==> src/include/la_config.svh <==
`ifndef LA_CONFIG_SVH
`define LA_CONFIG_SVH

// ============================================================
// logic analyser geometry
// ============================================================

// one logged word per clock
`define LA_SAMPLE_W 32
// circular sample memory, 1024 words
`define LA_DEPTH_LOG2 10
// control memory, 256 words
`define LA_CTRL_AW 8

// ============================================================
// mailbox word addresses in the control memory
// ============================================================
`define LA_ADDR_NEW 0
`define LA_ADDR_ARM 1
`define LA_ADDR_POST 2
`define LA_ADDR_DONE 250
`define LA_ADDR_TRIG 251
`define LA_ADDR_MASK 254
`define LA_ADDR_VALUE 255

`endif
==> src/design/la_pkg.sv <==
`include "la_config.svh"

package la_pkg;

	// logged sample, also trigger mask and value width
	typedef logic [`LA_SAMPLE_W-1:0] sample_t;
	// sample memory address, wraps at depth
	typedef logic [`LA_DEPTH_LOG2-1:0] sample_addr_t;
	// control memory address
	typedef logic [`LA_CTRL_AW-1:0] ctrl_addr_t;

	// capture engine: free run, post-trigger fill, wait for host
	typedef enum logic [1:0] {
		RUN,
		POST,
		DONE
	} capture_state_e;

	// mailbox sequencer, one step per state
	// reads take three steps: address, wait, read
	typedef enum logic [4:0] {
		MB_IDLE,
		MB_NEW_WAIT, MB_NEW_READ,
		MB_POST_ADDR, MB_POST_WAIT, MB_POST_READ,
		MB_MASK_ADDR, MB_MASK_WAIT, MB_MASK_READ,
		MB_VALUE_ADDR, MB_VALUE_WAIT, MB_VALUE_READ,
		MB_ARM_ADDR, MB_ARM_WAIT, MB_ARM_READ,
		MB_NEW_CLEAR,
		MB_TRIG_WR, MB_DONE_WR,
		MB_DONE_ADDR, MB_DONE_WAIT, MB_DONE_READ
	} mailbox_state_e;

endpackage

==> src/design/la_ctrl_if.sv <==
`timescale 1ns/1ns

interface la_ctrl_if import la_pkg::*; ();

	// trigger setup from the host
	sample_t trig_mask;
	sample_t trig_value;
	// samples after the trigger, already truncated to 10 bits
	sample_addr_t post_count;

	// one-cycle arm load, value alongside
	logic arm_load;
	logic arm_value;

	// one-cycle pulse once the host has cleared the done word
	logic capture_release;

	// capture finished, level until release
	logic complete;
	sample_addr_t trigger_addr;

	modport mailbox (
		output trig_mask, trig_value, post_count,
		output arm_load, arm_value, capture_release,
		input complete, trigger_addr
	);

	modport trigger (
		input trig_mask, trig_value, arm_load, arm_value
	);

	modport capture (
		input post_count, capture_release,
		output complete, trigger_addr
	);

endinterface

==> src/design/logic_analyser.sv <==
`timescale 1ns/1ns

module logic_analyser import la_pkg::*; (
	input logic CLOCK_100,
	input logic reset,
	// probed signals
	input sample_t data_input,
	input sample_t trigger_source,
	// sample memory, write only
	output sample_addr_t sample_addr,
	output sample_t sample_wdata,
	output logic sample_write,
	// control memory shared with the host
	output ctrl_addr_t ctrl_addr,
	output sample_t ctrl_wdata,
	output logic ctrl_write,
	input sample_t ctrl_rdata
);

	// ============================================================
	// internal wiring
	// ============================================================

	// config and completion between the three blocks
	la_ctrl_if u_ctrl_if ();

	// pending trigger and its ack
	logic trigger;
	logic trigger_taken;

	// input side
	trigger_qualifier u_trigger_qualifier (
		.CLOCK_100 (CLOCK_100),
		.reset (reset),
		.trigger_source (trigger_source),
		.ctrl (u_ctrl_if.trigger),
		.trigger_taken (trigger_taken),
		.trigger (trigger)
	);

	// circular buffer writer
	capture_engine u_capture_engine (
		.CLOCK_100 (CLOCK_100),
		.reset (reset),
		.data_input (data_input),
		.trigger (trigger),
		.trigger_taken (trigger_taken),
		.ctrl (u_ctrl_if.capture),
		.sample_addr (sample_addr),
		.sample_wdata (sample_wdata),
		.sample_write (sample_write)
	);

	// host side
	host_mailbox u_host_mailbox (
		.CLOCK_100 (CLOCK_100),
		.reset (reset),
		.ctrl (u_ctrl_if.mailbox),
		.ctrl_addr (ctrl_addr),
		.ctrl_wdata (ctrl_wdata),
		.ctrl_write (ctrl_write),
		.ctrl_rdata (ctrl_rdata)
	);

endmodule

==> src/design/host_mailbox.sv <==
`timescale 1ns/1ns
`include "la_config.svh"

module host_mailbox import la_pkg::*; (
	input logic CLOCK_100,
	input logic reset,
	la_ctrl_if.mailbox ctrl,
	output ctrl_addr_t ctrl_addr,
	output sample_t ctrl_wdata,
	output logic ctrl_write,
	input sample_t ctrl_rdata
);

	mailbox_state_e state;

	// release straight out of the done poll
	// complete then falls on the same edge the sequencer goes idle
	assign ctrl.capture_release = (state == MB_DONE_READ) && (ctrl_rdata == '0);

	// ============================================================
	// control sequencer
	// ============================================================
	// read data comes back one edge after the address
	// so every read is address, wait, read

	always_ff @(posedge CLOCK_100) begin
		if (reset) begin
			state <= MB_IDLE;
			ctrl_write <= 1'b0;
			ctrl.arm_load <= 1'b0;
		end
		else begin
			// strobes are single cycle
			ctrl_write <= 1'b0;
			ctrl.arm_load <= 1'b0;

			case (state)
				// finished capture wins over new config
				MB_IDLE: begin
					if (ctrl.complete) begin
						state <= MB_TRIG_WR;
					end
					else begin
						ctrl_addr <= ctrl_addr_t'(`LA_ADDR_NEW);
						state <= MB_NEW_WAIT;
					end
				end
				MB_NEW_WAIT: state <= MB_NEW_READ;
				MB_NEW_READ: begin
					// nonzero word 0 means new config
					state <= (ctrl_rdata != '0) ? MB_POST_ADDR : MB_IDLE;
				end

				// post-trigger count
				MB_POST_ADDR: begin
					ctrl_addr <= ctrl_addr_t'(`LA_ADDR_POST);
					state <= MB_POST_WAIT;
				end
				MB_POST_WAIT: state <= MB_POST_READ;
				MB_POST_READ: begin
					// only the low 10 bits fit the buffer
					ctrl.post_count <= ctrl_rdata[`LA_DEPTH_LOG2-1:0];
					state <= MB_MASK_ADDR;
				end

				// trigger mask
				MB_MASK_ADDR: begin
					ctrl_addr <= ctrl_addr_t'(`LA_ADDR_MASK);
					state <= MB_MASK_WAIT;
				end
				MB_MASK_WAIT: state <= MB_MASK_READ;
				MB_MASK_READ: begin
					ctrl.trig_mask <= ctrl_rdata;
					state <= MB_VALUE_ADDR;
				end

				// trigger value
				MB_VALUE_ADDR: begin
					ctrl_addr <= ctrl_addr_t'(`LA_ADDR_VALUE);
					state <= MB_VALUE_WAIT;
				end
				MB_VALUE_WAIT: state <= MB_VALUE_READ;
				MB_VALUE_READ: begin
					ctrl.trig_value <= ctrl_rdata;
					state <= MB_ARM_ADDR;
				end

				// arm goes last, mask and value are already in place
				MB_ARM_ADDR: begin
					ctrl_addr <= ctrl_addr_t'(`LA_ADDR_ARM);
					state <= MB_ARM_WAIT;
				end
				MB_ARM_WAIT: state <= MB_ARM_READ;
				MB_ARM_READ: begin
					ctrl.arm_value <= (ctrl_rdata != '0);
					ctrl.arm_load <= 1'b1;
					state <= MB_NEW_CLEAR;
				end

				// ack the config to the host
				MB_NEW_CLEAR: begin
					ctrl_addr <= ctrl_addr_t'(`LA_ADDR_NEW);
					ctrl_wdata <= '0;
					ctrl_write <= 1'b1;
					state <= MB_IDLE;
				end

				// report trigger address, then raise done
				MB_TRIG_WR: begin
					ctrl_addr <= ctrl_addr_t'(`LA_ADDR_TRIG);
					ctrl_wdata <= sample_t'(ctrl.trigger_addr);
					ctrl_write <= 1'b1;
					state <= MB_DONE_WR;
				end
				MB_DONE_WR: begin
					ctrl_addr <= ctrl_addr_t'(`LA_ADDR_DONE);
					ctrl_wdata <= sample_t'(1);
					ctrl_write <= 1'b1;
					state <= MB_DONE_ADDR;
				end

				// poll done until the host clears it
				MB_DONE_ADDR: begin
					ctrl_addr <= ctrl_addr_t'(`LA_ADDR_DONE);
					state <= MB_DONE_WAIT;
				end
				MB_DONE_WAIT: state <= MB_DONE_READ;
				MB_DONE_READ: begin
					state <= (ctrl_rdata == '0) ? MB_IDLE : MB_DONE_ADDR;
				end

				default: begin
					state <= MB_IDLE;
				end
			endcase
		end
	end

endmodule

==> src/design/capture_engine.sv <==
`timescale 1ns/1ns
`include "la_config.svh"

module capture_engine import la_pkg::*; (
	input logic CLOCK_100,
	input logic reset,
	input sample_t data_input,
	input logic trigger,
	output logic trigger_taken,
	la_ctrl_if.capture ctrl,
	output sample_addr_t sample_addr,
	output sample_t sample_wdata,
	output logic sample_write
);

	// ============================================================
	// state and counters
	// ============================================================

	capture_state_e state;
	// next address to fill, wraps at 1024
	sample_addr_t write_ptr;
	// one bit wider so a post count of 1023 still ends
	logic [`LA_DEPTH_LOG2:0] post_cnt;

	// ack only while free running
	// a trigger arriving in POST or DONE waits here
	assign trigger_taken = (state == RUN) && trigger;

	// ============================================================
	// capture machine
	// ============================================================

	always_ff @(posedge CLOCK_100) begin
		if (reset) begin
			state <= RUN;
			write_ptr <= '0;
			sample_write <= 1'b0;
			ctrl.complete <= 1'b0;
		end
		else begin
			// log one word per clock unless parked in DONE
			sample_write <= (state != DONE);
			if (state != DONE) begin
				sample_wdata <= data_input;
				sample_addr <= write_ptr;
				write_ptr <= write_ptr + 1'b1;
			end

			case (state)
				RUN: begin
					if (trigger) begin
						// the word written on this edge is the trigger sample
						ctrl.trigger_addr <= write_ptr;
						post_cnt <= '0;
						state <= POST;
					end
				end

				POST: begin
					// post_count+2 writes in total here
					if (post_cnt <= {1'b0, ctrl.post_count}) begin
						post_cnt <= post_cnt + 1'b1;
					end
					else begin
						// last write, then hand over to the host
						ctrl.complete <= 1'b1;
						state <= DONE;
					end
				end

				DONE: begin
					// memory frozen until the host is done reading
					if (ctrl.capture_release) begin
						ctrl.complete <= 1'b0;
						state <= RUN;
					end
				end

				default: begin
					state <= RUN;
				end
			endcase
		end
	end

endmodule

==> src/design/trigger_qualifier.sv <==
`timescale 1ns/1ns

module trigger_qualifier import la_pkg::*; (
	input logic CLOCK_100,
	input logic reset,
	input sample_t trigger_source,
	la_ctrl_if.trigger ctrl,
	input logic trigger_taken,
	output logic trigger
);

	// ============================================================
	// masked compare
	// ============================================================

	logic match;
	logic arm;

	// don't-care bits are zero in the mask
	assign match = ((trigger_source & ctrl.trig_mask) ==
		(ctrl.trig_value & ctrl.trig_mask));

	// ============================================================
	// arm and pending trigger
	// ============================================================

	always_ff @(posedge CLOCK_100) begin
		if (reset) begin
			arm <= 1'b0;
			trigger <= 1'b0;
		end
		else begin
			if (arm && match) begin
				// one shot, host has to rearm
				arm <= 1'b0;
				// pending until the capture engine takes it
				trigger <= 1'b1;
			end
			else begin
				if (ctrl.arm_load) begin
					arm <= ctrl.arm_value;
				end
				// engine acked in RUN
				if (trigger_taken) begin
					trigger <= 1'b0;
				end
			end
		end
	end

endmodule

==> config.mk <==
export PLATFORM = sky130hd
export DESIGN_NAME = logic_analyser
export DESIGN_NICKNAME = d
export VERILOG_FILES = /design/src/design/la_pkg.sv /design/src/design/la_ctrl_if.sv /design/src/design/logic_analyser.sv /design/src/design/host_mailbox.sv /design/src/design/capture_engine.sv /design/src/design/trigger_qualifier.sv
export VERILOG_INCLUDE_DIRS = /design/src /design/src/include
export SDC_FILE = /design/constraint.sdc
export NUM_CORES = 1
export LEC_CHECK = 0
export ABC_AREA = 1
export BUFFER_PORTS_ARGS = -buffer_cell sky130_fd_sc_hd__buf_2
export CAP_MARGIN = 20
export CORE_ASPECT_RATIO = 1.2
export CORE_UTILIZATION = 47
export DETAILED_ROUTE_END_ITERATION = 16
export GPL_TIMING_DRIVEN = 0
export PLACE_DENSITY = 0.72
export SLEW_MARGIN = 10
export SYNTH_ARGS = -nofsm -noshare
export SYNTH_HDL_FRONTEND = slang
export SYNTH_SLANG_ARGS = --single-unit
==> constraint.sdc <==
create_clock -name CLOCK_100 -period 5.98 [get_ports CLOCK_100]
set_clock_uncertainty 0.15 [all_clocks]
set_input_delay 0.598 -clock CLOCK_100 [delete_from_list [all_inputs] [get_ports CLOCK_100]]
set_output_delay 0.598 -clock CLOCK_100 [all_outputs]
set_load 0.01 [all_outputs]
==> results of run 1 <==
-- how the worst max path moves through the flow --
stage | endpoint | cells past startpoint | from | slack, ns
after floorplan | u_host_mailbox.ctrl.trig_mask[0]$_DFFE_PP_ | 2 | reset | 2.32
after global placement | u_host_mailbox.ctrl.trig_mask[12]$_DFFE_PP_ | 3 | reset | 0.77
after detailed placement | u_capture_engine.post_cnt[8]$_SDFFCE_PP0P_ | 10 | u_capture_engine.post_cnt[9]$_SDFFCE_PP0P_ | 3.43
after CTS | u_capture_engine.post_cnt[10]$_SDFFCE_PP0P_ | 10 | u_capture_engine.post_cnt[9]$_SDFFCE_PP0P_ | 3.40
after global routing | u_capture_engine.post_cnt[10]$_SDFFCE_PP0P_ | 10 | u_capture_engine.post_cnt[9]$_SDFFCE_PP0P_ | 3.27
final | u_capture_engine.post_cnt[8]$_SDFFCE_PP0P_ | 10 | u_capture_engine.post_cnt[9]$_SDFFCE_PP0P_ | 3.44
-- metrics by stage --
step,worst slack [ns],utilization,cells,cell area (sq um)
floorplan,2.32,-,649,7400
global placement,0.770,0.560,1012,8450
detailed placement,3.43,0.567,1018,8560
CTS,3.40,0.609,1050,9180
global route,3.27,0.609,1050,9180
finish,3.44,0.609,1050,9180
-- worst max-delay path: cells and delay by family, from the launching register on --
family	cells	cell delay (ns)
buf+inv	2	0.28
fa+ha+maj	1	0.30
flops	1	0.44
simple gates	6	0.61
compound gates	1	0.46
-- routing by layer --
| metal | share of wire | track usage | vias to the layer above |
|---|---|---|---|
| li1 | - | - | 2506 |
| met1 | 0.42 | 0.207 | 2317 |
| met2 | 0.50 | 0.310 | 180 |
| met3 | 0.067 | 0.0551 | 17 |
| met4 | 0.015 | 0.0661 | 2 |
| met5 | 0.00079 | 0 | - |
-- layout by cell type (no fill, tap or decap), types with 2 or more instances in the layout --
master / instances
ha_1: 16
inv_6: 6
nand2_1: 95
inv_8: 3
buf_4: 29
nand3_2: 2
a31oi_1: 3
clkbuf_1: 3
o22ai_1: 3
nand3_1: 31
inv_1: 72
a21o_1: 3
conb_1: 22
nor3_1: 9
nor3_2: 5
clkbuf_16: 17
bufinv_16: 3
nand4_1: 5
nor2_4: 5
nand3b_1: 2
edfxtp_1: 152
a211oi_1: 2
nor2_2: 3
dfxtp_1: 23
xor2_1: 3
or2_2: 15
a21oi_1: 26
buf_12: 2
nand2_2: 4
inv_2: 3
buf_6: 2
buf_2: 160
nor2_1: 75
o21ai_0: 28
-- sequential cells by signal, summed over array words and instances, names as in the netlist, 2 cells and up --
register and flops:
u_host_mailbox.state 5, u_host_mailbox.ctrl_wdata 10, u_capture_engine.state 2, u_capture_engine.sample_wdata 32, u_capture_engine.write_ptr 10, u_host_mailbox.ctrl.trig_value 32, u_host_mailbox.ctrl.post_count 10, u_capture_engine.sample_addr 10
u_host_mailbox.ctrl_addr 4, u_capture_engine.ctrl.trigger_addr 10, u_host_mailbox.ctrl.trig_mask 32, u_capture_engine.post_cnt 11
-- report_power, final --
| part | internal [mW] | switching [mW] | total, mW | leakage (nW) |
|---|---|---|---|---|
| sequential | 1.39 | 0.0387 | 1.43 | 1.60 |
| clock | 0.674 | 0.491 | 1.17 | 0.305 |
| combinational | 0.135 | 0.192 | 0.327 | 2.02 |
-- cell families (layout without fill, tap and decap cells) --
family	after synthesis	count (layout)	share of synthesized area
AND/OR/NAND/NOR	255	255	0.158
flip-flops	175	175	0.687
buffers and inverters	106	303	0.0684
AO/OA/AOI/OAI	70	70	0.0530
adder cells (fa/ha/maj)	16	16	0.0274
XOR/XNOR	4	4	0.00479
other	1	22	0.000512
multiplexers	1	1	0.00154
-- area by class of cell --
cell class                      instances  area (sq um)
Fill cell                            1279          5900
Multi-Input combinational cell        368          1900
Clock inverter                         15           198
Buffer                                 31           219
Inverter                               75           282
Timing Repair Buffer                  165           873
Sequential cell                       175          5020
Tap cell                              204           255
Clock buffer                           17           425
==> flow_summary.json, run 1 <==
{
  "status": "complete, no violations",
  "p_leak_nw": 3.93,
  "synth_cell_types": 38,
  "synth_ff_type": "edfxtp_1",
  "path_cells": "ha_1, inv_1, nor2_1, nand2_1, nor2_2, nand4_1, nand2_1, nand2_2, a211oi_2, buf_4",
  "whs_ns": 0.198,
  "tns_ns": 0,
  "min_period_ns": 2.54,
  "critical_path_peak_fanout": 6,
  "final-hold-violation-count": 0,
  "drt_iter0_drc": 232,
  "post-synth-top-count-cell": "edfxtp_1",
  "start_util": 0.485,
  "reg2reg_slack_ns": 3.44,
  "first_global_vias": 4857,
  "dp_hpwl_um": 10400,
  "tritoncts": "done",
  "antenna_found_initial": 1,
  "die_w_um": 116,
  "clockBufferDepth": 2,
  "clock_sinks": 175,
  "maxCapViolations": 0,
  "finalNetCount": 947,
  "grt_max_degree": 36,
  "drtPass1Iterations": 6,
  "cp.arrival_ns": 2.52,
  "cts_buffers": 17,
  "period_share": 0.424,
  "synth_largest_area_cell": "edfxtp_1",
  "htree_levels": 4,
  "cts_resized": 0,
  "r2r-end": "u_capture_engine.post_cnt[8]$_SDFFCE_PP0P_",
  "rsz0062_at_grt": "no",
  "viasPerCell": 4.78,
  "crit_type": "reg -> reg",
  "power_mw": 2.93,
  "dieArea_sq_mm": 0.0161,
  "route.vias.total": 5022,
  "clock_latency_ns": 0.42,
  "routedWlPerCell_um": 13.2,
  "drcViolationCount": 0,
  "synth_area_sq_mm": 0.00732,
  "synth_common_cells": "edfxtp_1 (152), nand2_1 (95), nor2_1 (77), inv_1 (72), nand3_1 (31)",
  "grt_pass1_wl_um": 21900,
  "hold_start": "data_input[18]",
  "syn-instance-count": 628,
  "postRouteAntennaNets": 0,
  "max_freq_ghz": 0.394,
  "cts.reportedPaths.clkPinSlew_ns": 0.07,
  "cp_common_cell": "nand2_1",
  "avgSynthCellArea_sq_um": 11.7,
  "worstMarginPinSlew_ns": 0.941,
  "synth_top_area_share": 0.624,
  "crit_slowest_cell": "a211oi_2",
  "slew_viol_final": 0,
  "antenna_cells": 0,
  "cp.required_ns": 5.97,
  "cts_hold_buffers": 0,
  "grt_util_all_layers": 0.179,
  "synth_edf_count": 152,
  "gr-total-overflow": 0,
  "io_pins": 182,
  "async_reset_ff_frac": 0,
  "drive_above_1_share": 0.316,
  "start_kind": "flip-flop",
  "power_density_mw_per_mm2": 319,
  "clockRootBuffer": "clkbuf_16",
  "netlist_top_cells_area": "edfxtp_1 (62%), dfxtp_1 (6.3%), nand2_1 (4.9%)",
  "rr_startpoint": "u_capture_engine.post_cnt[9]$_SDFFCE_PP0P_",
  "yosysWarnings": 0,
  "hold_depth": 1,
  "syn_to_final_growth_pct": 25.4,
  "ys_ff_latch": 175,
  "finalSetupViolations": 0,
  "place.gp.congestion": 0.854,
  "holdPathEnd": "u_capture_engine.sample_wdata[18]$_DFFE_PP_",
  "hold_path.class": "in -> reg",
  "wl_um": 13900,
  "die_h_um": 139,
  "cp_slowest_stage_delay_ns": 0.46,
  "relSlewSlack": 0.372,
  "rr_worst_depth": 10,
  "post_cts_buffers": 0,
  "floorplan.rows": 49,
  "endpoint_kind": "flip-flop",
  "core_sq_mm": 0.0151,
  "synth_seq_area_share": 0.687,
  "portBuffers": 159,
  "ir_drop_mv": 0.292
}
Note: power is estimated with default switching activity, not from simulation.
==> run 2, diff against run 1 <==
==> constraint.sdc (replaced) <==
create_clock -name CLOCK_100 -period 2.65 [get_ports CLOCK_100]
set_clock_uncertainty 0.15 [all_clocks]
set_input_delay 0.265 -clock CLOCK_100 [delete_from_list [all_inputs] [get_ports CLOCK_100]]
set_output_delay 0.265 -clock CLOCK_100 [all_outputs]
set_load 0.01 [all_outputs]
==> run 2 against run 1 <==
Compared with the run above: core utilization up 3.9 points; via count rose by 4.6%; non-clock buffer count is 64 higher; clock-buffer cell count up 3; wire length up 10%; first-iteration DRC count increased by 25%; critical path depth down 6; maximum frequency grew 9.0%; highest routed layer is now met4; critical endpoint is now u_host_mailbox.ctrl_wdata[0]$_DFFE_PP_; critical path type unchanged; sequential share of layout area fell by 3.3 points.
==> flow_summary.json, run 2 (same netlist as run 1, synthesis figures left out) <==
{
  "final_cell_mix": "buf_2 (161), edfxtp_1 (152), nand2_1 (95)",
  "dieArea_sq_mm": 0.0161,
  "reg2reg_slack_ns": 0.32,
  "grt_pass1_wl_um": 24900,
  "n_fill_cell": 1179,
  "core_sq_mm": 0.0151,
  "clock_latency_ns": 0.42,
  "io_pins": 182,
  "r2r-end": "u_host_mailbox.ctrl_wdata[0]$_DFFE_PP_",
  "dp_hpwl_um": 10200,
  "hold_depth": 4,
  "drive_above_1_share": 0.289,
  "p_leak_nw": 4.15,
  "finalSetupViolations": 0,
  "cts_buffers": 17,
  "hold_start": "reset",
  "status": "complete, no violations",
  "relSlewSlack": 0.363,
  "clockRootBuffer": "clkbuf_16",
  "gr-total-overflow": 0,
  "cp.arrival_ns": 2.21,
  "min_period_ns": 2.33,
  "largestRegisters": "u_capture_engine.sample_wdata (32), u_host_mailbox.ctrl.trig_mask (32), u_host_mailbox.ctrl.trig_value (32)",
  "whs_ns": 0.0911,
  "p_int_mw": 4.75,
  "fin_cells": 1116,
  "finalNetCount": 1011,
  "first_global_vias": 5404,
  "rr_startpoint": "u_host_mailbox.state[0]$_SDFF_PP0_",
  "slew_viol_final": 0,
  "power_density_mw_per_mm2": 648,
  "crit_type": "reg -> reg",
  "portBuffers": 159,
  "holdPathEnd": "u_capture_engine.write_ptr[3]$_SDFFE_PP0N_",
  "drtPass1Iterations": 4,
  "wl_um": 15300,
  "multiInputGateArea_sq_mm": 0.00191,
  "dp.cells": 1017,
  "die_w_um": 116,
  "sw_frac_of_total": 0.250,
  "worstMarginPinSlew_ns": 0.956,
  "place.gp.congestion": 0.865,
  "p_sw_mw": 1.59,
  "drcViolationCount": 0,
  "syn_to_final_growth_pct": 33.6,
  "tritoncts": "done",
  "power_mw": 6.33,
  "start_util": 0.485,
  "max_freq_ghz": 0.429,
  "grt_max_degree": 36,
  "routedWlPerCell_um": 13.7,
  "route.vias.total": 5252,
  "grt_util_all_layers": 0.204,
  "clockBufferDepth": 2,
  "antenna_found_initial": 2,
  "endpoint_kind": "flip-flop",
  "start_kind": "flip-flop",
  "critical_path_peak_fanout": 10,
  "rr_worst_depth": 4,
  "clock_sinks": 175,
  "die_h_um": 139,
  "viasPerCell": 4.71,
  "hold_path.class": "in -> reg",
  "final_common_cell": "buf_2",
  "ir_drop_mv": 0.492,
  "drt_iter0_drc": 290,
  "combPwrFrac": 0.132,
  "seq_power_share": 0.512,
  "floorplan.rows": 49,
  "cp.required_ns": 2.54,
  "rsz0062_at_grt": "no",
  "design_area_sq_mm": 0.00977,
  "htree_levels": 4,
  "final-hold-violation-count": 0,
  "seqCellArea_sq_mm": 0.00502,
  "period_share": 0.879,
  "maxCapViolations": 0,
  "pwr-share-clk": 0.357,
  "cts.reportedPaths.clkPinSlew_ns": 0.07,
  "dpl-instance-area_sq_mm": 0.00857,
  "postRouteAntennaNets": 0
}
run 2: changes by cell type in the layout (fill, tap and decap cells not counted), moves of 3 or more:
cell	before	now
bufinv_16	3	0
dlygate4sd3_1	0	64
inv_8	3	0
clkinvlp_4	1	4
inv_6	6	2
run 2: worst max path at each step:
stage / depth (start not counted) / from / to / slack [ns]
2_1_floorplan: 4 / u_host_mailbox.state[4]$_SDFF_PP0_ / u_host_mailbox.ctrl.trig_mask[0]$_DFFE_PP_ / 0.14
3_3_place_gp: 3 / reset / u_host_mailbox.ctrl.trig_mask[13]$_DFFE_PP_ / -0.68
3_5_place_dp: 9 / u_capture_engine.post_cnt[9]$_SDFFCE_PP0P_ / u_capture_engine.post_cnt[9]$_SDFFCE_PP0P_ / -0.07
4_1_cts: 9 / u_capture_engine.post_cnt[9]$_SDFFCE_PP0P_ / u_capture_engine.post_cnt[8]$_SDFFCE_PP0P_ / 0.14
5_1_grt: 4 / u_host_mailbox.state[0]$_SDFF_PP0_ / u_host_mailbox.ctrl_wdata[0]$_DFFE_PP_ / 0.19
6_report: 4 / u_host_mailbox.state[0]$_SDFF_PP0_ / u_host_mailbox.ctrl_wdata[0]$_DFFE_PP_ / 0.32
run 2: through the flow:
step	setup WS [ns]	utilization	TNS (ns)
after floorplan	0.141	-	0
after global placement	-0.678	0.561	-35.00
after detailed placement	-0.0659	0.568	-0.722
after CTS	0.144	0.646	0
after global routing	0.192	0.648	0
final	0.321	0.648	0
run 2: area by class of cell:
type                    instances  area share
diodes                          2    0.000512
plain buffers                  31      0.0224
clock buffers                  20      0.0457
clock inverters                12     0.00896
inverters                      75      0.0288
multi-input cells             368       0.195
flip-flops and latches        175       0.514
well taps                     204      0.0261
repair buffers                229       0.158
run 2: what timing repair did:
item / 4_1_cts / 5_1_grt
setup endpoints to repair: 11 / 11
gates cloned: 0 / 0
hold buffers: 64 / 0
buffers inserted: 0 / 1
endpoints found under the hold margin: 106 / 0
resized for setup: 1 / 0
pin swaps: 0 / 1
run 2: metal layers:
layer | routed length, um | vias up | GRT usage | part of all wire
met5 | 0 | - | 0 | 0
met4 | 227 | 0 | 0.0729 | 0.015
met3 | 1000 | 17 | 0.0586 | 0.065
met2 | 7870 | 175 | 0.354 | 0.51
met1 | 6220 | 2425 | 0.238 | 0.41
li1 | - | 2635 | - | -
run 2: critical path: stages, from the launching register on:
cell     delay (ns)
dfxtp_1        0.48
nand2_1        0.17
nor3_1         0.31
nor2_1         0.09
a21oi_1        0.75
run 2: power by group through the flow:
stage                     clock (mW)  combinational [mW]  sequential (mW)
after global routing            2.41               0.925             3.26
after global placement             0               0.714             3.29
after CTS                       2.29               0.820             3.24
after detailed placement           0               0.740             3.29
final                           2.26               0.834             3.24
after floorplan                    0               0.405             3.32
